==> config.mk <==
export PLATFORM = sky130hd
export DESIGN_NAME = ifetch_port_flat
export DESIGN_NICKNAME = d
export VERILOG_FILES = /design/src/source/mem_cfg_pkg.sv /design/src/source/mem_port_if.sv /design/src/source/ifetch_port.sv /design/src/flat_wrapper.sv
export SDC_FILE = /design/constraint.sdc
export NUM_CORES = 1
export LEC_CHECK = 0
export ABC_CLOCK_PERIOD_IN_PS = 2100
export BUFFER_PORTS_ARGS = -buffer_cell sky130_fd_sc_hd__buf_2
export CAP_MARGIN = 20
export CORE_AREA = 2 2 178 180
export CTS_BUF_LIST = sky130_fd_sc_hd__clkbuf_4 sky130_fd_sc_hd__clkbuf_8
export CTS_CLUSTER_DIAMETER = 60
export DETAILED_ROUTE_END_ITERATION = 16
export DIE_AREA = 0 0 180 182
export PLACE_DENSITY_LB_ADDON = 0.3
export SLEW_MARGIN = 40
export SYNTH_ARGS = -nofsm -noshare
export SYNTH_HDL_FRONTEND = slang
export SYNTH_SLANG_ARGS = --single-unit
==> constraint.sdc <==
create_clock -name clk_i -period 2.1 [get_ports clk_i]
set_input_delay 0.105 -clock clk_i [delete_from_list [all_inputs] [get_ports clk_i]]
set_output_delay 0.105 -clock clk_i [all_outputs]
set_load 0.05 [all_outputs]
==> src/source/mem_cfg_pkg.sv <==
package mem_cfg_pkg;

    // Bus and line geometry.
    localparam int ADDR_WIDTH       = 32;   // Byte address.
    localparam int LINE_WIDTH       = 128;
    localparam int LINE_OFFSET_BITS = 4;    // 16 bytes per line.

    // Data addresses whose top nibble matches REMAP_NIBBLE are line-aligned
    // and moved up by REMAP_OFFSET before they reach the memory.
    localparam logic [3:0]            REMAP_NIBBLE = 4'h0;
    localparam logic [ADDR_WIDTH-1:0] REMAP_OFFSET = 32'h0000_0800;

    // Depth of the line memory unless the top level overrides it.
    localparam int MEM_LINES_DEFAULT = 256;

endpackage

==> src/source/mem_port_if.sv <==
`timescale 1ns/1ns

interface mem_port_if;

    logic [mem_cfg_pkg::ADDR_WIDTH-1:0] addr;
    logic                               cs;     // Held while a request is outstanding.
    logic                               we;
    logic [mem_cfg_pkg::LINE_WIDTH-1:0] wdata;
    logic [mem_cfg_pkg::LINE_WIDTH-1:0] rdata;
    logic                               rvalid; // One-cycle completion pulse.

    modport requester (
        output addr,
        output cs,
        output we,
        output wdata,
        input  rdata,
        input  rvalid
    );

    modport memory (
        input  addr,
        input  cs,
        input  we,
        input  wdata,
        output rdata,
        output rvalid
    );

endinterface

==> src/source/ifetch_port.sv <==
`timescale 1ns/1ns

module ifetch_port (
    input  logic                               clk_i,
    input  logic                               rst_ni,
    input  logic                               req_i,
    input  logic [mem_cfg_pkg::ADDR_WIDTH-1:0] addr_i,
    output logic [mem_cfg_pkg::LINE_WIDTH-1:0] rdata_o,
    output logic                               done_o,
    output logic                               stall_o,
    mem_port_if.requester                      bus
);

    logic                               busy_q;
    logic [mem_cfg_pkg::ADDR_WIDTH-1:0] addr_q;
    logic [mem_cfg_pkg::LINE_WIDTH-1:0] line_q;
    logic                               accept;

    // A new fetch is taken only when nothing is outstanding.
    assign accept = req_i && !busy_q;

    always_ff @(posedge clk_i) begin
        if (!rst_ni) begin
            busy_q <= 1'b0;
        end else if (accept) begin
            busy_q <= 1'b1;
        end else if (busy_q && bus.rvalid) begin
            busy_q <= 1'b0;
        end
    end

    always_ff @(posedge clk_i) begin
        if (accept) begin
            addr_q <= addr_i;
        end
        if (done_o) begin
            line_q <= bus.rdata;   // Last fetched line stays on rdata_o.
        end
    end

    assign bus.cs    = busy_q;
    assign bus.addr  = addr_q;
    assign bus.we    = 1'b0;       // Fetches never write.
    assign bus.wdata = '0;

    assign done_o  = busy_q && bus.rvalid;
    assign rdata_o = done_o ? bus.rdata : line_q;
    assign stall_o = busy_q;

    // A returned line always answers the fetch that is still outstanding.
    property p_rvalid_only_when_fetching;
        @(posedge clk_i) disable iff (!rst_ni)
            bus.rvalid |-> bus.cs;
    endproperty

    a_rvalid_only_when_fetching : assert property (p_rvalid_only_when_fetching)
        else $error("ifetch_port: rvalid arrived without an outstanding fetch.");

endmodule

==> src/flat_wrapper.sv <==
// flat-port wrapper written by rule: the top's interface ports become plain ports
module ifetch_port_flat 
  (clk_i, rst_ni, req_i, addr_i, rdata_o, done_o, stall_o, bus_addr, bus_cs, bus_we, bus_wdata, bus_rdata, bus_rvalid);
  mem_port_if bus_i ();
  input  logic clk_i;
  input  logic rst_ni;
  input  logic req_i;
  input  logic [mem_cfg_pkg::ADDR_WIDTH-1:0] addr_i;
  output logic [mem_cfg_pkg::LINE_WIDTH-1:0] rdata_o;
  output logic done_o;
  output logic stall_o;
  output wire logic [$bits(bus_i.addr)-1:0] bus_addr;
  output wire logic [$bits(bus_i.cs)-1:0] bus_cs;
  output wire logic [$bits(bus_i.we)-1:0] bus_we;
  output wire logic [$bits(bus_i.wdata)-1:0] bus_wdata;
  input wire logic [$bits(bus_i.rdata)-1:0] bus_rdata;
  input wire logic [$bits(bus_i.rvalid)-1:0] bus_rvalid;
  assign bus_addr = bus_i.addr;
  assign bus_cs = bus_i.cs;
  assign bus_we = bus_i.we;
  assign bus_wdata = bus_i.wdata;
  assign bus_i.rdata = bus_rdata;
  assign bus_i.rvalid = bus_rvalid;
  ifetch_port u_core (.clk_i(clk_i), .rst_ni(rst_ni), .req_i(req_i), .addr_i(addr_i), .rdata_o(rdata_o), .done_o(done_o), .stall_o(stall_o), .bus(bus_i));
endmodule
==> run_results.csv <==
group,metric,value,unit
drt,remaining_drc_errors,0,
logic_synthesis,synth_top_family_by_area,"multiplexers",
worst_setup_path,endpoint_kind,"primary output",
layout,multi_input_area,0.00238,mm2
floorplan,std_cell_rows,65,
drt,dr.pass1.iters,4,
sta,setup-violations-final,0,
placement,port_buffers,326,
grt,use_met2,0.184,
worst_setup_path,cp_slowest_cell,"dfxtp_2",
logic_synthesis,async_flop_share,0,
sta,fin_hold_ws,163,ps
sta,period_share,0.929,
layout,regArea,0.00354,mm2
drt,ant_nets,0,
clock_network,numCtsBuffers,17,
min_path,min_path_type,"in2reg",
clock_network,cts_root_buf,"clkbuf_8",
sta,slew_viol_final,0,
layout,fillCellCount,3094,
logic_synthesis,synthFlopType,"dfxtp_1",
logic_synthesis,synth_compound_area_frac,0.000753,
grt,antenna_found_initial,0,
worst_setup_path,required,2000,ps
drt,via_per_inst,3.42,
sta,tns,0,ps
layout,syn_to_final_growth,53.7,%
power,seqPwrFrac,0.354,
power,power.density,1090,mW/mm2
sta,max_freq,513,MHz
job,max_cap_viol_count,0,
logic_synthesis,synth_area_leader_cell,"dfxtp_1",
worst_setup_path,crit_path_max_incr_delay,450,ps
logic_synthesis,synthAdderAreaFrac,0,
grt,grt_pass1_vias,4606,
grt,gr-usage-met1,0.104,
clock_network,clockBufferDepth,2,
floorplan,io_pins,456,
sta,skew,12.6,ps
clock_network,cts.sinks,161,
clock_network,path_clk_slew,80,ps
clock_network,cts_tree,"yes",
logic_synthesis,synth_commonest_cells,"130 x buf_4, 129 x dfxtp_1, 109 x mux2_4, 32 x edfxtp_1, 19 x mux2_2",
logic_synthesis,synth.area.top_cells,"dfxtp_1 39%, mux2_4 25%, buf_4 15%, edfxtp_1 14%, buf_12 3.3%",
power,netSwitchingFraction,0.431,
power,power.switching,4.81,mW
floorplan,start_util,0.215,
logic_synthesis,yosys.cell_types.count,14,
logic_synthesis,synth-xor-area-share,0,
worst_setup_path,critPathKind,"reg2out",
sta,period_minus_slack,1950,ps
floorplan,die_height,182,um
logic_synthesis,ys_warn_count,0,
worst_setup_path,cp.arrival,1850,ps
run_status,outcome,"complete, no violations",
power,power_frac_comb,0.435,
floorplan,core_area,0.0310,mm2
power,p_int,6.35,mW
placement,dp_hpwl,12.0,mm
placement,routabilityCongestion,0.731,
drt,drt-wirelength-per-cell,12.6,um
worst_setup_path,crit_path_cell_trace,"nand2_8 -> buf_16 -> mux2_4 -> buf_2",
grt,grt.total_usage,0.101,
sta,grt_setup_unrepaired,"false",
power,vdd_drop_max,396,uV
logic_synthesis,synthMostInstantiatedCell,"buf_4",
layout,drive_gt1_frac,0.523,
worst_setup_path,cp-start-kind,"flop",
logic_synthesis,yosysSeqAreaShare,0.533,
worst_setup_path,cp_top_family,"flip-flops",
floorplan,die_area,0.0328,mm2
power,pwr-share-clk,0.212,
logic_synthesis,syn-cell-area,0.00665,mm2
grt,busiest_layer,"met2",
drt,drt_wl_total,17.1,mm
logic_synthesis,synth_seq_cells,161,
grt,grt_pass1_wl,25.4,mm
grt,use_met3,0.0337,
layout,fin_nets,1104,
logic_synthesis,synth-edff-count,32,
floorplan,die_w,180,um
logic_synthesis,synth-simple-area-share,0.00264,
worst_setup_path,cp_max_fo,26,
power,leakagePower,5.18,nW
grt,overflow,0,
logic_synthesis,postSynthAreaPerCell,15.1,um2
worst_setup_path,critPathBufInv,2,
sta,hold_viol,0,
power,power,11.2,mW
drt,drtIter0Drc,89,
logic_synthesis,synth_top_area_share,0.388,
logic_synthesis,muxShareOfSynthArea,0.278,
layout,n_antenna_cell,0,
clock_network,insertion_delay,480,ps
drt,vias,4629,
logic_synthesis,syn_inst,439,
clock_network,h-tree-depth,4,
grt,grt_max_degree,33,
==> routing by layer <==
| layer | wire [um] | vias up |
|---|---|---|
| met5 | 0 | - |
| met3 | 1230 | 23 |
| met4 | 358 | 0 |
| met2 | 9170 | 240 |
| li1 | - | 2221 |
| met1 | 6310 | 2145 |
==> power by group through the flow <==
stage	Combinational [mW]	Sequential, mW	Clock, mW
2_1_floorplan	3.90	4.09	0
3_3_place_gp	4.59	3.99	0
3_5_place_dp	4.60	4.00	0
4_1_cts	4.86	3.94	2.49
5_1_grt	5.03	4.00	2.63
6_report	4.85	3.94	2.36
==> worst min-delay path, stage by stage <==
cell	delay, ps
buf_2	150
nand2_8	150
mux2_4	180
==> timing repair <==
action                                  in CTS  in global routing
hold buffers                               162                  0
buffers inserted                             3                  0
gates resized for setup                      2                  0
hold endpoints to repair                   161                  0
endpoints found under the setup margin     100                  0
==> final cells by class <==
type,count,area share
Timing Repair Buffer,497,0.331
Tap cell,402,0.0492
Sequential cell,161,0.347
Multi-Input combinational cell,262,0.233
Clock buffer,19,0.0250
Inverter,1,0.000367
Clock inverter,13,0.0148
==> logic make-up (layout without fill, tap and decap cells) <==
logic type | count (synthesis) | count (layout)
buffers and inverters | 145 | 530
AO/OA/AOI/OAI | 1 | 1
other | 1 | 129
flip-flops | 161 | 161
multiplexers | 128 | 128
AND/OR/NAND/NOR | 3 | 4
==> flip-flops by register name, indices dropped and copies added (netlist names) <==
register,cells
u_core.line_q,128
u_core.bus.cs,1
u_core.bus.addr,32
==> cell usage in the layout, fill, tap and decap left out <==
cell,instances
inv_1,1
buf_2,326
mux2_4,109
buf_12,3
inv_8,2
conb_1,129
dlygate4sd3_1,162
buf_4,5
buf_16,1
clkinv_4,2
clkbuf_8,18
clkinv_2,2
nand2_4,1
clkinvlp_4,2
o21ai_0,1
clkbuf_4,1
mux2_2,19
nor2_1,1
dfxtp_2,1
dfxtp_1,128
bufinv_16,2
inv_6,3
edfxtp_1,32
and2b_1,1
nand2_8,1
==> path summary, 6_finish.rpt <==
kind / cells past startpoint / end / slack, ps / from
worst max-delay path: 4 / rdata_o[107] / 150 / u_core.bus.cs
worst min-delay path: 3 / u_core.line_q[117] / 160 / bus_rvalid
worst max register to register: 2 / u_core.bus.addr[11] / 750 / u_core.bus.cs
worst min register to register: 1 / u_core.line_q[56] / 470 / u_core.line_q[56]
==> metrics by stage <==
stage / setup slack, ps / area (um2) / instances / util
finish: 149 / 10200 / 1355 / 0.330
global route: 16.3 / 10200 / 1355 / 0.330
CTS: 64.8 / 10200 / 1355 / 0.330
detailed placement: 343 / 8150 / 1157 / 0.263
global placement: 366 / 8150 / 1157 / 0.263
floorplan: 304 / 7130 / 567 / -
Power figures use the tool's default switching activity.
