`src/source/mem_cfg_pkg.sv`:
```
package mem_cfg_pkg;

    // Bus and line geometry.
    localparam int ADDR_WIDTH       = 32;   // Byte address.
    localparam int LINE_WIDTH       = 128;
    localparam int LINE_OFFSET_BITS = 4;    // 16 bytes per line.

    // Data addresses whose top nibble matches REMAP_NIBBLE are line-aligned
    // and moved up by REMAP_OFFSET before they reach the memory.
    localparam logic [3:0]            REMAP_NIBBLE = 4'h0;
    localparam logic [ADDR_WIDTH-1:0] REMAP_OFFSET = 32'h0000_0800;

    // Depth of the line memory unless the top level overrides it.
    localparam int MEM_LINES_DEFAULT = 256;

endpackage

```
`src/source/bus_pkg.sv`:
```
package bus_pkg;

    // Owner of the memory response in the current cycle.
    typedef enum logic [1:0] {
        IDLE    = 2'd0,
        I_CACHE = 2'd1,
        MEM     = 2'd2
    } grant_e;

    // Kind of a data-side request.
    typedef enum logic {
        CMD_READ  = 1'b0,
        CMD_WRITE = 1'b1
    } bus_cmd_e;

endpackage

```
`src/source/mem_port_if.sv`:
```
`timescale 1ns/1ns

interface mem_port_if;

    logic [mem_cfg_pkg::ADDR_WIDTH-1:0] addr;
    logic                               cs;     // Held while a request is outstanding.
    logic                               we;
    logic [mem_cfg_pkg::LINE_WIDTH-1:0] wdata;
    logic [mem_cfg_pkg::LINE_WIDTH-1:0] rdata;
    logic                               rvalid; // One-cycle completion pulse.

    modport requester (
        output addr,
        output cs,
        output we,
        output wdata,
        input  rdata,
        input  rvalid
    );

    modport memory (
        input  addr,
        input  cs,
        input  we,
        input  wdata,
        output rdata,
        output rvalid
    );

endinterface

```
`src/source/mem_arbiter.sv`:
```
`timescale 1ns/1ns

module mem_arbiter (
    input  logic       clk_i,
    input  logic       rst_ni,
    input  logic       i_stall_i,
    mem_port_if.memory    i_bus,
    mem_port_if.memory    d_bus,
    mem_port_if.requester m_bus
);

    bus_pkg::grant_e   state_q;
    bus_pkg::grant_e   state_d;
    bus_pkg::bus_cmd_e d_cmd;

    logic i_go;       // Instruction read issued this cycle.
    logic d_wr_go;    // Data write forwarded this cycle.
    logic d_rd_go;    // Data read issued this cycle.
    logic d_rd_done;
    logic wr_ack_q;

    logic                               hold_valid_q;
    logic [mem_cfg_pkg::LINE_WIDTH-1:0] hold_data_q;

    logic                               d_low;
    logic [mem_cfg_pkg::ADDR_WIDTH-1:0] d_line_addr;
    logic [mem_cfg_pkg::ADDR_WIDTH-1:0] d_addr_eff;

    assign d_cmd = d_bus.we ? bus_pkg::CMD_WRITE : bus_pkg::CMD_READ;

    // Instruction side always wins. The fetch being answered is not reissued.
    assign i_go    = i_bus.cs && (state_q != bus_pkg::I_CACHE);
    assign d_wr_go = d_bus.cs && (d_cmd == bus_pkg::CMD_WRITE) && !i_bus.cs && !wr_ack_q;
    assign d_rd_go = d_bus.cs && (d_cmd == bus_pkg::CMD_READ) && !i_bus.cs
                     && !i_stall_i && (state_q == bus_pkg::IDLE);

    // Held data goes out only once the instruction side has stopped stalling.
    assign d_rd_done = (state_q == bus_pkg::MEM) && hold_valid_q && !i_stall_i;

    always_comb begin
        state_d = state_q;
        case (state_q)
            bus_pkg::IDLE: begin
                if (i_go) begin
                    state_d = bus_pkg::I_CACHE;
                end else if (d_rd_go) begin
                    state_d = bus_pkg::MEM;
                end
            end
            bus_pkg::I_CACHE: begin
                // A data line parked during the fetch is delivered next.
                if (m_bus.rvalid) begin
                    state_d = hold_valid_q ? bus_pkg::MEM : bus_pkg::IDLE;
                end
            end
            bus_pkg::MEM: begin
                if (i_go) begin
                    state_d = bus_pkg::I_CACHE;
                end else if (d_rd_done) begin
                    state_d = bus_pkg::IDLE;
                end
            end
            default: state_d = bus_pkg::IDLE;
        endcase
    end

    always_ff @(posedge clk_i) begin
        if (!rst_ni) begin
            state_q  <= bus_pkg::IDLE;
            wr_ack_q <= 1'b0;
        end else begin
            state_q  <= state_d;
            wr_ack_q <= d_wr_go;
        end
    end

    // Data read holding register.
    always_ff @(posedge clk_i) begin
        if (!rst_ni) begin
            hold_valid_q <= 1'b0;
            hold_data_q  <= '0;
        end else if (!(i_stall_i && hold_valid_q)) begin
            hold_valid_q <= m_bus.rvalid && (state_q == bus_pkg::MEM);
            hold_data_q  <= m_bus.rdata;
        end
    end

    // Low-region remap of data addresses.
    assign d_low = d_bus.addr[mem_cfg_pkg::ADDR_WIDTH-1 -: 4] == mem_cfg_pkg::REMAP_NIBBLE;
    assign d_line_addr = {d_bus.addr[mem_cfg_pkg::ADDR_WIDTH-1:mem_cfg_pkg::LINE_OFFSET_BITS],
                          {mem_cfg_pkg::LINE_OFFSET_BITS{1'b0}}};
    assign d_addr_eff = d_low ? d_line_addr + mem_cfg_pkg::REMAP_OFFSET : d_bus.addr;

    assign m_bus.cs    = i_go || d_wr_go || d_rd_go;
    assign m_bus.addr  = i_bus.cs ? i_bus.addr : d_addr_eff;
    assign m_bus.we    = d_wr_go;
    assign m_bus.wdata = d_bus.wdata;

    assign i_bus.rvalid = (state_q == bus_pkg::I_CACHE) && m_bus.rvalid;
    assign i_bus.rdata  = m_bus.rdata;     // passthrough

    assign d_bus.rvalid = wr_ack_q || d_rd_done;
    assign d_bus.rdata  = hold_data_q;

    a_grant_has_fetch : assert property (@(posedge clk_i) disable iff (!rst_ni)
        (state_q == bus_pkg::I_CACHE) |-> i_bus.cs)
        else $error("mem_arbiter: fetch grant without a pending fetch.");

    a_no_write_during_fetch : assert property (@(posedge clk_i) disable iff (!rst_ni)
        m_bus.we |-> !i_stall_i)
        else $error("mem_arbiter: memory write while the instruction side stalls.");

endmodule

```
`src/flat_wrapper.sv`:
```
// flat-port wrapper written by rule: the top's interface ports become plain ports
module mem_arbiter_flat 
  (clk_i, rst_ni, i_stall_i, i_bus_addr, i_bus_cs, i_bus_we, i_bus_wdata, i_bus_rdata, i_bus_rvalid, d_bus_addr, d_bus_cs, d_bus_we, d_bus_wdata, d_bus_rdata, d_bus_rvalid, m_bus_addr, m_bus_cs, m_bus_we, m_bus_wdata, m_bus_rdata, m_bus_rvalid);
  mem_port_if i_bus_i ();
  mem_port_if d_bus_i ();
  mem_port_if m_bus_i ();
  input  logic clk_i;
  input  logic rst_ni;
  input  logic i_stall_i;
  input wire logic [$bits(i_bus_i.addr)-1:0] i_bus_addr;
  input wire logic [$bits(i_bus_i.cs)-1:0] i_bus_cs;
  input wire logic [$bits(i_bus_i.we)-1:0] i_bus_we;
  input wire logic [$bits(i_bus_i.wdata)-1:0] i_bus_wdata;
  output wire logic [$bits(i_bus_i.rdata)-1:0] i_bus_rdata;
  output wire logic [$bits(i_bus_i.rvalid)-1:0] i_bus_rvalid;
  input wire logic [$bits(d_bus_i.addr)-1:0] d_bus_addr;
  input wire logic [$bits(d_bus_i.cs)-1:0] d_bus_cs;
  input wire logic [$bits(d_bus_i.we)-1:0] d_bus_we;
  input wire logic [$bits(d_bus_i.wdata)-1:0] d_bus_wdata;
  output wire logic [$bits(d_bus_i.rdata)-1:0] d_bus_rdata;
  output wire logic [$bits(d_bus_i.rvalid)-1:0] d_bus_rvalid;
  output wire logic [$bits(m_bus_i.addr)-1:0] m_bus_addr;
  output wire logic [$bits(m_bus_i.cs)-1:0] m_bus_cs;
  output wire logic [$bits(m_bus_i.we)-1:0] m_bus_we;
  output wire logic [$bits(m_bus_i.wdata)-1:0] m_bus_wdata;
  input wire logic [$bits(m_bus_i.rdata)-1:0] m_bus_rdata;
  input wire logic [$bits(m_bus_i.rvalid)-1:0] m_bus_rvalid;
  assign i_bus_i.addr = i_bus_addr;
  assign i_bus_i.cs = i_bus_cs;
  assign i_bus_i.we = i_bus_we;
  assign i_bus_i.wdata = i_bus_wdata;
  assign i_bus_rdata = i_bus_i.rdata;
  assign i_bus_rvalid = i_bus_i.rvalid;
  assign d_bus_i.addr = d_bus_addr;
  assign d_bus_i.cs = d_bus_cs;
  assign d_bus_i.we = d_bus_we;
  assign d_bus_i.wdata = d_bus_wdata;
  assign d_bus_rdata = d_bus_i.rdata;
  assign d_bus_rvalid = d_bus_i.rvalid;
  assign m_bus_addr = m_bus_i.addr;
  assign m_bus_cs = m_bus_i.cs;
  assign m_bus_we = m_bus_i.we;
  assign m_bus_wdata = m_bus_i.wdata;
  assign m_bus_i.rdata = m_bus_rdata;
  assign m_bus_i.rvalid = m_bus_rvalid;
  mem_arbiter u_core (.clk_i(clk_i), .rst_ni(rst_ni), .i_stall_i(i_stall_i), .i_bus(i_bus_i), .d_bus(d_bus_i), .m_bus(m_bus_i));
endmodule
```
`config.mk`:
```
export PLATFORM = sky130hd
export DESIGN_NAME = mem_arbiter_flat
export DESIGN_NICKNAME = d
export VERILOG_FILES = /design/src/source/mem_cfg_pkg.sv /design/src/source/bus_pkg.sv /design/src/source/mem_port_if.sv /design/src/source/mem_arbiter.sv /design/src/flat_wrapper.sv
export SDC_FILE = /design/constraint.sdc
export NUM_CORES = 1
export LEC_CHECK = 0
export ABC_AREA = 0
export BUFFER_PORTS_ARGS = -buffer_cell sky130_fd_sc_hd__clkbuf_2
export CORE_AREA = 4 4 338 340
export DETAILED_ROUTE_END_ITERATION = 10
export DIE_AREA = 0 0 342 344
export MAX_ROUTING_LAYER = met4
export PLACE_DENSITY = 0.38
export REMOVE_ABC_BUFFERS = 1
export SLEW_MARGIN = 5
export SYNTH_ARGS = -nofsm -noshare
export SYNTH_HDL_FRONTEND = slang
export SYNTH_SLANG_ARGS = --single-unit
```
`constraint.sdc`:
```
create_clock -name clk_i -period 1.9 [get_ports clk_i]
set_input_delay 0.19 -clock clk_i [delete_from_list [all_inputs] [get_ports clk_i]]
set_output_delay 0.19 -clock clk_i [all_outputs]
set_load 0.03 [all_outputs]
```
==> results.tsv <==
metric	value	unit
portBuffers	490	
crit_arrival	1830	ps
grt_usage	0.156	
dp_hpwl	80700	um
dp_cells	2691	
cts_root_buf	clkbuf_16	
area_growth	61.3	%
synth_warnings	0	
clock-skew-final	14.7	ps
fin_crit_sh	1.06	
cp_max_fo	7	
hold_class	primary input to register	
async_reset_ff_frac	0	
htreeDepth	4	
synth_compound_area_frac	0.150	
p_per_area	738	nW/um2
netlist_top_cells_area	dfxtp_1 35%, buf_4 25%, nand2_1 14%	
required	1710	ps
maxSlewViolCount	0	
wl_per_cell	32.0	um
stdcell_count	2860	
rsz0062_at_grt	yes	
synth.avg_cell_area	7.91	um2
p_leak	5.46	nW
netlist_area	7620	um2
tightest_slew	465	ps
syn_inst	963	
initial_core_util	0.0683	
grt_antenna_before_repair	22	
final-hold-violation-count	0	
fin_ws	-120	ps
ioPinCount	876	
slew_headroom	0.690	
layout-drive-gt1-share	0.442	
ys.flop_type	dfxtp_1	
synth_top_family_by_area	buffers and inverters	
crit_top_cell	buf_6	
critPathLaunchType	primary input	
synth_common_cells	287 x nand2_1, 256 x buf_4, 132 x dfxtp_1, 128 x a21boi_0, 44 x clkbuf_1	
critical_path_buf_inv_count	4	
synth_xor_area_frac	0.0126	
ant_nets	0	
grt_max_degree	53	
path_clk_slew	60	ps
core.rowCount	123	
cts_buffers	17	
coreArea	112000	um2
ys_ff_latch	132	
max_stage_delay	620	ps
hold_depth	3	
final_nets	1788	
via_per_inst	2.88	
synth_top_area_share	0.347	
synthAdderAreaFrac	0.00164	
cap_violations	0	
num_vias	8234	
yosysMostFrequentCell	nand2_1	
drtIter0Drc	353	
crit_chain	buf_6 > or4_4 > buf_6 > nor2_1 > xnor2_1 > o21ai_1 > buf_4 > clkbuf_4	
grt_pass1_wl	108000	um
crit_family	simple AND/OR/NAND/NOR gates	
fin_crit	2020	ps
path_class	primary input to output port	
synth_edf_count	0	
reg2reg_depth	5	
clkLatencyLatePin	490	ps
ys_seq_area_frac	0.347	
status	complete, but fails checks	
endpoint_kind	output port	
fp.dieArea	118000	um2
setup_tns	-533	ps
cp.depth	8	
irDropWorstVdd	0.564	mV
violations	setup timing	
layout.core_utilization	0.110	
yosysTopAreaCell	dfxtp_1	
cp_slowest_cell	or4_4	
postLayoutCellArea	12300	um2
synthSimpleGateAreaFrac	0.184	
overflow	0	
firstDrtPassIters	4	
placed_area	10300	um2
grt_pass1_vias	7907	
clkSinkCount	132	
gp_congestion	0.836	
die_width	342	um
p_total	0.00907	W
setup_viol	10	
die_y	344	um
ys_types	38	
synth_mux_area_frac	0.0213	
fmax	0.495	GHz
drt-total-wl	91600	um
clockBufferDepth	2	
drc	0	
cts_tree	built	
[metrics by stage]
step | hold WS (ps) | setup WS [ps]
floorplan | 312 | -958
global placement | 382 | -304
detailed placement | 382 | -309
CTS | 1.38 | -130
global route | 25.8 | -182
finish | 50.9 | -120
[cells by family after synthesis]
kind of cell / after synthesis
adders and majority gates: 1
and+or+nand+nor: 332
buffers and inverters: 314
muxes: 15
AOI/OAI and AO/OA: 158
DFF: 132
xor gates and xnor gates: 11
[layout make-up]
class                           instances  area [um2]
Antenna cell                           17        42.5
Fill cell                           12924       99300
Sequential cell                       132        2640
Inverter                                7        26.3
Timing Repair Buffer                  656        4190
Tap cell                             1500        1880
Clock buffer                           18         439
Multi-Input combinational cell        517        2900
Clock inverter                         13         173
[what timing repair did]
item                                    in CTS  in global routing
pin swaps                                    5                  2
cloned                                       0                  0
endpoints found under the hold margin      121                  0
buffers inserted                             0                  0
resized for setup                           27                 23
hold buffers                               121                  0
endpoints found under the setup margin      15                 16
[worst paths after layout]
check,start,end,slack (ps)
worst min register to register,u_core.d_bus.rdata[110],u_core.d_bus.rdata[110],460
worst max register to register,u_core.hold_valid_q,u_core.d_bus.rdata[52],460
worst min-delay path,m_bus_rdata[80],u_core.d_bus.rdata[80],50
worst max-delay path,d_bus_addr[28],m_bus_addr[15],-120
[worst register-to-register path: cells and delay by family (launching register included)]
kind | cells | cell delay [ps]
DFF | 1 | 430
and+or+nand+nor | 2 | 310
buffers and inverters | 2 | 460
AOI/OAI and AO/OA | 1 | 160
[routing by layer]
metal | wire, um | share of wire | vias up | GRT usage
li1 | - | - | 3618 | -
met1 | 21400 | 0.23 | 3546 | 0.0960
met2 | 39600 | 0.43 | 1032 | 0.236
met3 | 29800 | 0.33 | 38 | 0.233
met4 | 708 | 0.0077 | 0 | 0.0211
met5 | 0 | 0 | - | -
[power by group]
part / internal (W) / leakage, nW / switching [W] / total, W
sequential: 0.00293 / 1.10 / 0.0000877 / 0.00302
combinational: 0.000783 / 4.06 / 0.00142 / 0.00220
clock: 0.00211 / 0.297 / 0.00174 / 0.00386
total: 0.00582 / 5.46 / 0.00325 / 0.00907
[state kept, by name, summed over array words and instances, names as in the netlist]
name / count
u_core.wr_ack_q: 1
u_core.state_q: 2
u_core.d_bus.rdata: 128
u_core.hold_valid_q: 1
[cells in the final DEF (no fill, tap or decap), types with 10 or more instances in the layout]
master,n
dfxtp_1,132
mux2_2,10
diode_2,17
buf_4,45
a21boi_0,128
o21ai_0,12
clkbuf_16,17
dlygate4sd3_1,121
nand2_1,285
clkbuf_2,471
Power figures use the tool's default switching activity.
