--- src/source/mem_cfg_pkg.sv ---
package mem_cfg_pkg;

    // Bus and line geometry.
    localparam int ADDR_WIDTH       = 32;   // Byte address.
    localparam int LINE_WIDTH       = 128;
    localparam int LINE_OFFSET_BITS = 4;    // 16 bytes per line.

    // Data addresses whose top nibble matches REMAP_NIBBLE are line-aligned
    // and moved up by REMAP_OFFSET before they reach the memory.
    localparam logic [3:0]            REMAP_NIBBLE = 4'h0;
    localparam logic [ADDR_WIDTH-1:0] REMAP_OFFSET = 32'h0000_0800;

    // Depth of the line memory unless the top level overrides it.
    localparam int MEM_LINES_DEFAULT = 256;

endpackage

--- src/source/bus_pkg.sv ---
package bus_pkg;

    // Owner of the memory response in the current cycle.
    typedef enum logic [1:0] {
        IDLE    = 2'd0,
        I_CACHE = 2'd1,
        MEM     = 2'd2
    } grant_e;

    // Kind of a data-side request.
    typedef enum logic {
        CMD_READ  = 1'b0,
        CMD_WRITE = 1'b1
    } bus_cmd_e;

endpackage

--- src/source/mem_port_if.sv ---
`timescale 1ns/1ns

interface mem_port_if;

    logic [mem_cfg_pkg::ADDR_WIDTH-1:0] addr;
    logic                               cs;     // Held while a request is outstanding.
    logic                               we;
    logic [mem_cfg_pkg::LINE_WIDTH-1:0] wdata;
    logic [mem_cfg_pkg::LINE_WIDTH-1:0] rdata;
    logic                               rvalid; // One-cycle completion pulse.

    modport requester (
        output addr,
        output cs,
        output we,
        output wdata,
        input  rdata,
        input  rvalid
    );

    modport memory (
        input  addr,
        input  cs,
        input  we,
        input  wdata,
        output rdata,
        output rvalid
    );

endinterface

--- src/source/dmem_port.sv ---
`timescale 1ns/1ns

module dmem_port (
    input  logic                               clk_i,
    input  logic                               rst_ni,
    input  logic                               req_i,
    input  logic                               we_i,
    input  logic [mem_cfg_pkg::ADDR_WIDTH-1:0] addr_i,
    input  logic [mem_cfg_pkg::LINE_WIDTH-1:0] wdata_i,
    output logic [mem_cfg_pkg::LINE_WIDTH-1:0] rdata_o,
    output logic                               done_o,
    mem_port_if.requester                      bus
);

    logic                               busy_q;
    bus_pkg::bus_cmd_e                  cmd_q;
    bus_pkg::bus_cmd_e                  req_cmd;
    logic [mem_cfg_pkg::ADDR_WIDTH-1:0] addr_q;
    logic [mem_cfg_pkg::LINE_WIDTH-1:0] wdata_q;
    logic [mem_cfg_pkg::LINE_WIDTH-1:0] line_q;
    logic                               accept;
    logic                               read_done;

    assign req_cmd = we_i ? bus_pkg::CMD_WRITE : bus_pkg::CMD_READ;
    assign accept  = req_i && !busy_q;

    always_ff @(posedge clk_i) begin
        if (!rst_ni) begin
            busy_q <= 1'b0;
            cmd_q  <= bus_pkg::CMD_READ;
        end else if (accept) begin
            busy_q <= 1'b1;
            cmd_q  <= req_cmd;
        end else if (done_o) begin
            busy_q <= 1'b0;
        end
    end

    always_ff @(posedge clk_i) begin
        if (accept) begin
            addr_q  <= addr_i;
            wdata_q <= wdata_i;
        end
        if (read_done) begin
            line_q <= bus.rdata;
        end
    end

    assign bus.cs    = busy_q;
    assign bus.we    = busy_q && (cmd_q == bus_pkg::CMD_WRITE);
    assign bus.addr  = addr_q;
    assign bus.wdata = wdata_q;

    // The arbiter answers a write with its own rvalid pulse, so one strobe ends both kinds.
    assign done_o    = busy_q && bus.rvalid;
    assign read_done = done_o && (cmd_q == bus_pkg::CMD_READ);
    assign rdata_o   = read_done ? bus.rdata : line_q;

    property p_no_req_while_busy;
        @(posedge clk_i) disable iff (!rst_ni)
            busy_q |-> !req_i;
    endproperty

    a_no_req_while_busy : assert property (p_no_req_while_busy)
        else $error("dmem_port: request while a transaction is outstanding.");

endmodule

--- src/flat_wrapper.sv ---
// flat-port wrapper written by rule: the top's interface ports become plain ports
module dmem_port_flat 
  (clk_i, rst_ni, req_i, we_i, addr_i, wdata_i, rdata_o, done_o, bus_addr, bus_cs, bus_we, bus_wdata, bus_rdata, bus_rvalid);
  mem_port_if bus_i ();
  input  logic clk_i;
  input  logic rst_ni;
  input  logic req_i;
  input  logic we_i;
  input  logic [mem_cfg_pkg::ADDR_WIDTH-1:0] addr_i;
  input  logic [mem_cfg_pkg::LINE_WIDTH-1:0] wdata_i;
  output logic [mem_cfg_pkg::LINE_WIDTH-1:0] rdata_o;
  output logic done_o;
  output wire logic [$bits(bus_i.addr)-1:0] bus_addr;
  output wire logic [$bits(bus_i.cs)-1:0] bus_cs;
  output wire logic [$bits(bus_i.we)-1:0] bus_we;
  output wire logic [$bits(bus_i.wdata)-1:0] bus_wdata;
  input wire logic [$bits(bus_i.rdata)-1:0] bus_rdata;
  input wire logic [$bits(bus_i.rvalid)-1:0] bus_rvalid;
  assign bus_addr = bus_i.addr;
  assign bus_cs = bus_i.cs;
  assign bus_we = bus_i.we;
  assign bus_wdata = bus_i.wdata;
  assign bus_i.rdata = bus_rdata;
  assign bus_i.rvalid = bus_rvalid;
  dmem_port u_core (.clk_i(clk_i), .rst_ni(rst_ni), .req_i(req_i), .we_i(we_i), .addr_i(addr_i), .wdata_i(wdata_i), .rdata_o(rdata_o), .done_o(done_o), .bus(bus_i));
endmodule
--- config.mk ---
export PLATFORM = sky130hd
export DESIGN_NAME = dmem_port_flat
export DESIGN_NICKNAME = d
export VERILOG_FILES = /design/src/source/mem_cfg_pkg.sv /design/src/source/bus_pkg.sv /design/src/source/mem_port_if.sv /design/src/source/dmem_port.sv /design/src/flat_wrapper.sv
export SDC_FILE = /design/constraint.sdc
export NUM_CORES = 1
export LEC_CHECK = 0
export BUFFER_PORTS_ARGS = -buffer_cell sky130_fd_sc_hd__buf_2
export CORE_AREA = 8 8 221 223
export CTS_CLUSTER_SIZE = 25
export DETAILED_ROUTE_END_ITERATION = 8
export DIE_AREA = 0 0 229 231
export GPL_TIMING_DRIVEN = 0
export PLACE_DENSITY_LB_ADDON = 0.1
export SYNTH_ARGS = -nofsm -noshare
export SYNTH_HDL_FRONTEND = slang
export SYNTH_SLANG_ARGS = --single-unit
export TNS_END_PERCENT = 5
--- constraint.sdc ---
create_clock -name clk_i -period 9.9 [get_ports clk_i]
set_input_delay 0.99 -clock clk_i [delete_from_list [all_inputs] [get_ports clk_i]]
set_output_delay 0.99 -clock clk_i [all_outputs]
set_load 0.01 [all_outputs]
==> results of run 1 <==
## layout by cell type (no fill, tap or decap), types with 5 or more instances in the layout
cell	instances
edfxtp_1	160
mux2_2	26
clkbuf_16	36
dfxtp_1	130
diode_2	5
mux2_4	102
buf_6	14
buf_2	583
clkbuf_8	6
clkbuf_1	7
## flip-flops by register name, summed over array words and instances, names as in the netlist
signal and count:
u_core.bus.wdata 128, u_core.line_q 128, u_core.bus.addr 32, u_core.bus.cs 1
u_core.cmd_q 1
## where the power goes
part	internal (W)	switching, W
combinational	0.000333	0.000308
sequential	0.00146	0.0000440
clock	0.000820	0.000510
total	0.00261	0.000862
## metal layers
metal  vias to the layer above  routed length (um)  track usage
met5                         -                  89            0
met4                        14                 792       0.0381
met3                        72                4250       0.0721
met2                       368               18400        0.233
met1                      2977               12100        0.123
li1                       2895                   -            -
## final timing paths
| check | end | from | slack (ns) |
|---|---|---|---|
| worst max-delay path | rdata_o[11] | bus_rvalid | 6.64 |
| worst min register to register | u_core.line_q[110]$_DFF_P_ | u_core.line_q[110]$_DFF_P_ | 0.46 |
| worst max register to register | u_core.bus.wdata[84]$_DFFE_PP_ | u_core.bus.cs$_SDFFE_PN0P_ | 7.69 |
| worst min-delay path | u_core.line_q[110]$_DFF_P_ | u_core.line_q[110]$_DFF_P_ | 0.46 |
## critical path, delay by kind of cell
kind	cells	cell delay (ns)
muxes	1	0.35
and+or+nand+nor	2	0.24
buffers and inverters	4	0.67
## cell families (layout without fill, tap and decap cells)
family / after synthesis / after routing / share of synthesized area
flip-flops: 290 / 290 / 0.784
multiplexers: 129 / 129 / 0.194
buffers and inverters: 14 / 665 / 0.0167
AND/OR/NAND/NOR: 6 / 6 / 0.00477
AO/OA/AOI/OAI: 1 / 1 / 0.000529
other: 0 / 5 / 0
## through the flow
step	hold slack (ns)	power, W	TNS [ns]	util	cell area [um^2]
after floorplan	0.472	0.00188	0	-	9450
after global placement	0.452	0.00219	-458.02	0.291	13100
after detailed placement	0.452	0.00218	0	0.293	13200
after CTS	0.468	0.00355	0	0.320	14400
after global routing	0.475	0.00365	0	0.320	14400
final	0.465	0.00347	0	0.320	14400
## cell type report
cell class	count	area, um^2
flip-flops and latches	290	7410
multi-input cells	136	1890
clock inverters	14	189
diodes	5	12.5
clock buffers	49	1010
plain buffers	14	158
fillers	4632	30600
repair buffers	588	3030
well taps	600	751
==> impl_metrics.json, run 1 <==
{
  "wire_per_inst_um": 21.1,
  "pwr_density_cell_mw_per_mm2": 240,
  "drv_slew": 0,
  "synth_top_area_cell": "edfxtp_1",
  "yosys_warnings": 0,
  "leakagePower_nw": 6.75,
  "cts_buffers": 36,
  "hold_viol_final": 0,
  "synth_nets": 733,
  "dr.pass1.iters": 4,
  "grt_max_degree": 34,
  "cpMaxStageDelayCell": "mux2_4",
  "synth.area.top_cells": "edfxtp_1, dfxtp_1, mux2_4, mux2_2, buf_6",
  "min_period_ns": 3.26,
  "synth_cells": 440,
  "cts_tree": "done",
  "clkSinkCount": 290,
  "worst-path-max-fanout": 10,
  "drv_cap": 0,
  "ys_top_cells_by_count": "edfxtp_1, dfxtp_1, mux2_4, mux2_2, buf_6",
  "coreArea_mm2": 0.0451,
  "drtIter0Drc": 209,
  "place_congestion": 0.772,
  "synth_cell_types": 12,
  "rsz0062_at_grt": "no",
  "place_ws_ns": 6.61,
  "synth.avg_cell_area_um2": 21.5,
  "dp.cells": 1628,
  "start_util": 0.210,
  "path_clk_slew_ns": 0.05,
  "ys_seq_area_frac": 0.784,
  "area_growth_pct": 52.9,
  "cts-root-buf": "clkbuf_16",
  "viasPerCell": 3.73,
  "drt.antenna.violating_nets": 0,
  "cts_hold_buf": 0,
  "post_cts_resized": 0,
  "relSlewSlack": 0.366,
  "synth_area_mm2": 0.00945,
  "async_flop_share": 0,
  "fmax_mhz": 307,
  "holdPathStages": 1,
  "worstSkewPairLatency_ns": 0.53,
  "rr_worst_depth": 4,
  "min_path_type": "reg2reg",
  "die_width_um": 229,
  "fin_ws_ns": 6.64,
  "track_usage": 0.129,
  "crit_type": "in2out",
  "antenna_found_initial": 20,
  "stdcell_count": 1696,
  "setup_viol": 0,
  "fin_skew_ns": 0.0199,
  "nNetsFinal": 1359,
  "synth-main-ff-cell": "edfxtp_1",
  "critPathMaxStageDelay_ns": 0.35,
  "post-synth-top-area-fraction": 0.508,
  "peakVddDrop_mv": 0.115,
  "synth_enable_flop_cells": 160,
  "overflow": 0,
  "drive_above_1_share": 0.721,
  "io_buffer_count": 583,
  "finalWirelength_um": 35700,
  "die_h_um": 231,
  "endpoint_kind": "output pin",
  "worst_pin_slew_ns": 0.949,
  "worstPathArrival_ns": 2.27,
  "cp-start-kind": "input pin",
  "num_vias": 6326,
  "crit_chain": "buf_2 -> and2_4 -> nand2b_4 -> buf_6 -> buf_6 -> mux2_4 -> buf_2",
  "cts_buffer_depth": 3,
  "h-tree-depth": 2,
  "num_rows": 78,
  "dp_hpwl_um": 29300,
  "grt_pass1_vias": 6794,
  "ioPinCount": 584,
  "critPathRequiredTime_ns": 8.91,
  "postCtsSetupBuffers": 0,
  "yosysMostFrequentCell": "edfxtp_1",
  "ys_ff_latch": 290,
  "status": "completed",
  "grt_pass1_wl_um": 49600,
  "period_share": 0.329,
  "drc": 0,
  "die_area_mm2": 0.0529
}
(Power assumes the default switching activity.)
==> run 2: changes to the inputs <==
- clock period: 9.9 -> 3 ns (I/O delays scaled with it)
==> run 2 against run 1 <==
- critical path depth is 1 lower
- register-to-register slack worse by 6.9 ns
- sequential power grew to 3.3 times the previous value
- sequential share of layout area is 8.2 points lower
- global-route usage is 0.53 points higher
- critical path type is now reg2out
- routed wire length is 4.2% higher
- power grew to 3.3 times the previous value
- cell count is 17% higher
- clock power grew to 3.0 times the previous value
==> impl_metrics.json, run 2 (synthesis gave the netlist of run 1 again) <==
{
  "cp.buffers_inverters": 3,
  "post_cts_resized": 0,
  "layout_commonest_cell": "buf_2",
  "status": "completed",
  "nNetsFinal": 1643,
  "setup_viol": 0,
  "dp_hpwl_um": 28900,
  "period_share": 0.783,
  "critPathRequiredTime_ns": 2.70,
  "holdPathStages": 2,
  "antenna_found_initial": 2,
  "endpoint_kind": "output pin",
  "hold_viol_final": 0,
  "grt_pass1_wl_um": 53800,
  "relSlewSlack": 0.497,
  "p_seq_frac": 0.433,
  "num_vias": 7241,
  "final_cell_mix": "buf_2, dlygate4sd3_1, edfxtp_1",
  "track_usage": 0.134,
  "cp-start-kind": "register",
  "pwr_density_cell_mw_per_mm2": 667,
  "place_congestion": 0.738,
  "area_growth_pct": 81.9,
  "path_clk_slew_ns": 0.06,
  "cts-root-buf": "clkbuf_16",
  "worstSkewPairLatency_ns": 0.53,
  "crit_top_cell": "buf_6",
  "drtIter0Drc": 164,
  "drv_cap": 0,
  "coreArea_mm2": 0.0451,
  "p_int_w": 0.00854,
  "p_sw_frac": 0.255,
  "critPathMaxStageDelay_ns": 0.35,
  "viasPerCell": 3.66,
  "finalWirelength_um": 37200,
  "drive_above_1_share": 0.569,
  "die_h_um": 231,
  "start_util": 0.210,
  "drv_slew": 0,
  "crit_type": "reg2out",
  "fmax_mhz": 426,
  "die_width_um": 229,
  "fin_tns_setup_ns": 0,
  "cts_buffers": 35,
  "wire_per_inst_um": 18.8,
  "dr.pass1.iters": 4,
  "overflow": 0,
  "worst-path-max-fanout": 10,
  "crit_chain": "and2_4 -> nand2b_4 -> buf_6 -> buf_6 -> mux2_4 -> buf_2",
  "peakVddDrop_mv": 0.436,
  "p_clk_frac": 0.353,
  "io_buffer_count": 583,
  "ioPinCount": 584,
  "num_rows": 78,
  "fin_skew_ns": 0.0197,
  "rr_worst_depth": 5,
  "cpLargestDelayFamily": "buffers and inverters",
  "path_depth": 6,
  "drc": 0,
  "cpMaxStageDelayCell": "dfxtp_2",
  "min_path_type": "in2reg",
  "leakagePower_nw": 7.89,
  "min_period_ns": 2.35,
  "drt.antenna.violating_nets": 0,
  "cts_hold_buf": 284,
  "worstPathArrival_ns": 2.05,
  "power.switching_w": 0.00292,
  "grt_pass1_vias": 8262,
  "postCtsSetupBuffers": 0,
  "die_area_mm2": 0.0529,
  "clkSinkCount": 290,
  "grt_max_degree": 32,
  "rsz0062_at_grt": "no",
  "cts_buffer_depth": 3,
  "p_comb_frac": 0.214,
  "cts_tree": "done",
  "worst_pin_slew_ns": 0.753,
  "h-tree-depth": 2,
  "hold_ws_ns": 0.0435
}
-- run 2: cell count changes in the layout (fill, tap and decap cells not counted), sizes merged --
cell	change
clkinv	+2
dlygate4sd3	+284
clkbuf	+1
bufinv	-3
diode	-3
buf	+1
inv	+1
clkinvlp	-1
-- run 2: per-layer routing --
metal,track usage,vias up,share of wire
li1,-,3465,-
met1,0.135,3386,0.36
met2,0.242,342,0.52
met3,0.0621,48,0.10
met4,0.0436,0,0.023
met5,0,-,0
-- run 2: worst paths after layout --
path                                    from                            end  slack (ns)
setup / recovery  u_core.bus.cs$_SDFFE_PN0P_                    rdata_o[47]        0.65
hold / removal                 bus_rdata[86]      u_core.line_q[86]$_DFF_P_        0.04
setup reg to reg  u_core.bus.cs$_SDFFE_PN0P_  u_core.bus.addr[12]$_DFFE_PP_        0.76
hold reg to reg    u_core.line_q[98]$_DFF_P_      u_core.line_q[98]$_DFF_P_        0.47
-- run 2: power by group through the flow --
stage               Sequential, W  Combinational [W]  Clock [W]
detailed placement        0.00504            0.00218          0
global placement          0.00505            0.00216          0
global route              0.00502            0.00264    0.00438
floorplan                 0.00509            0.00108          0
CTS                       0.00497            0.00251    0.00424
finish                    0.00497            0.00245    0.00405
-- run 2: stage by stage --
| step | utilization | instance area, um^2 | total power (W) | instances | setup WS (ns) |
|---|---|---|---|---|---|
| floorplan | - | 9460 | 0.00617 | 440 | -0.217 |
| global route | 0.381 | 17200 | 0.0120 | 1977 | 0.499 |
| CTS | 0.381 | 17200 | 0.0117 | 1976 | 0.535 |
| detailed placement | 0.294 | 13300 | 0.00722 | 1629 | 0.693 |
| global placement | 0.291 | 13100 | 0.00720 | 1623 | -1.54 |
| finish | 0.381 | 17200 | 0.0115 | 1978 | 0.651 |
-- run 2: final cells by class --
cell class	instances	area (um^2)
Tap cell	600	751
Sequential cell	290	7410
Fill cell	4426	27900
Timing Repair Buffer	873	5890
Antenna cell	2	5.00
Clock inverter	13	104
Buffer	14	158
Clock buffer	50	983
Multi-Input combinational cell	136	1890
-- run 2: worst reg2reg max path, stage by stage (launching register included) --
cell and delay (ns):
dfxtp_2 0.35, nor2b_4 0.61, buf_12 0.30, buf_12 0.22, buf_12 0.22, buf_12 0.21
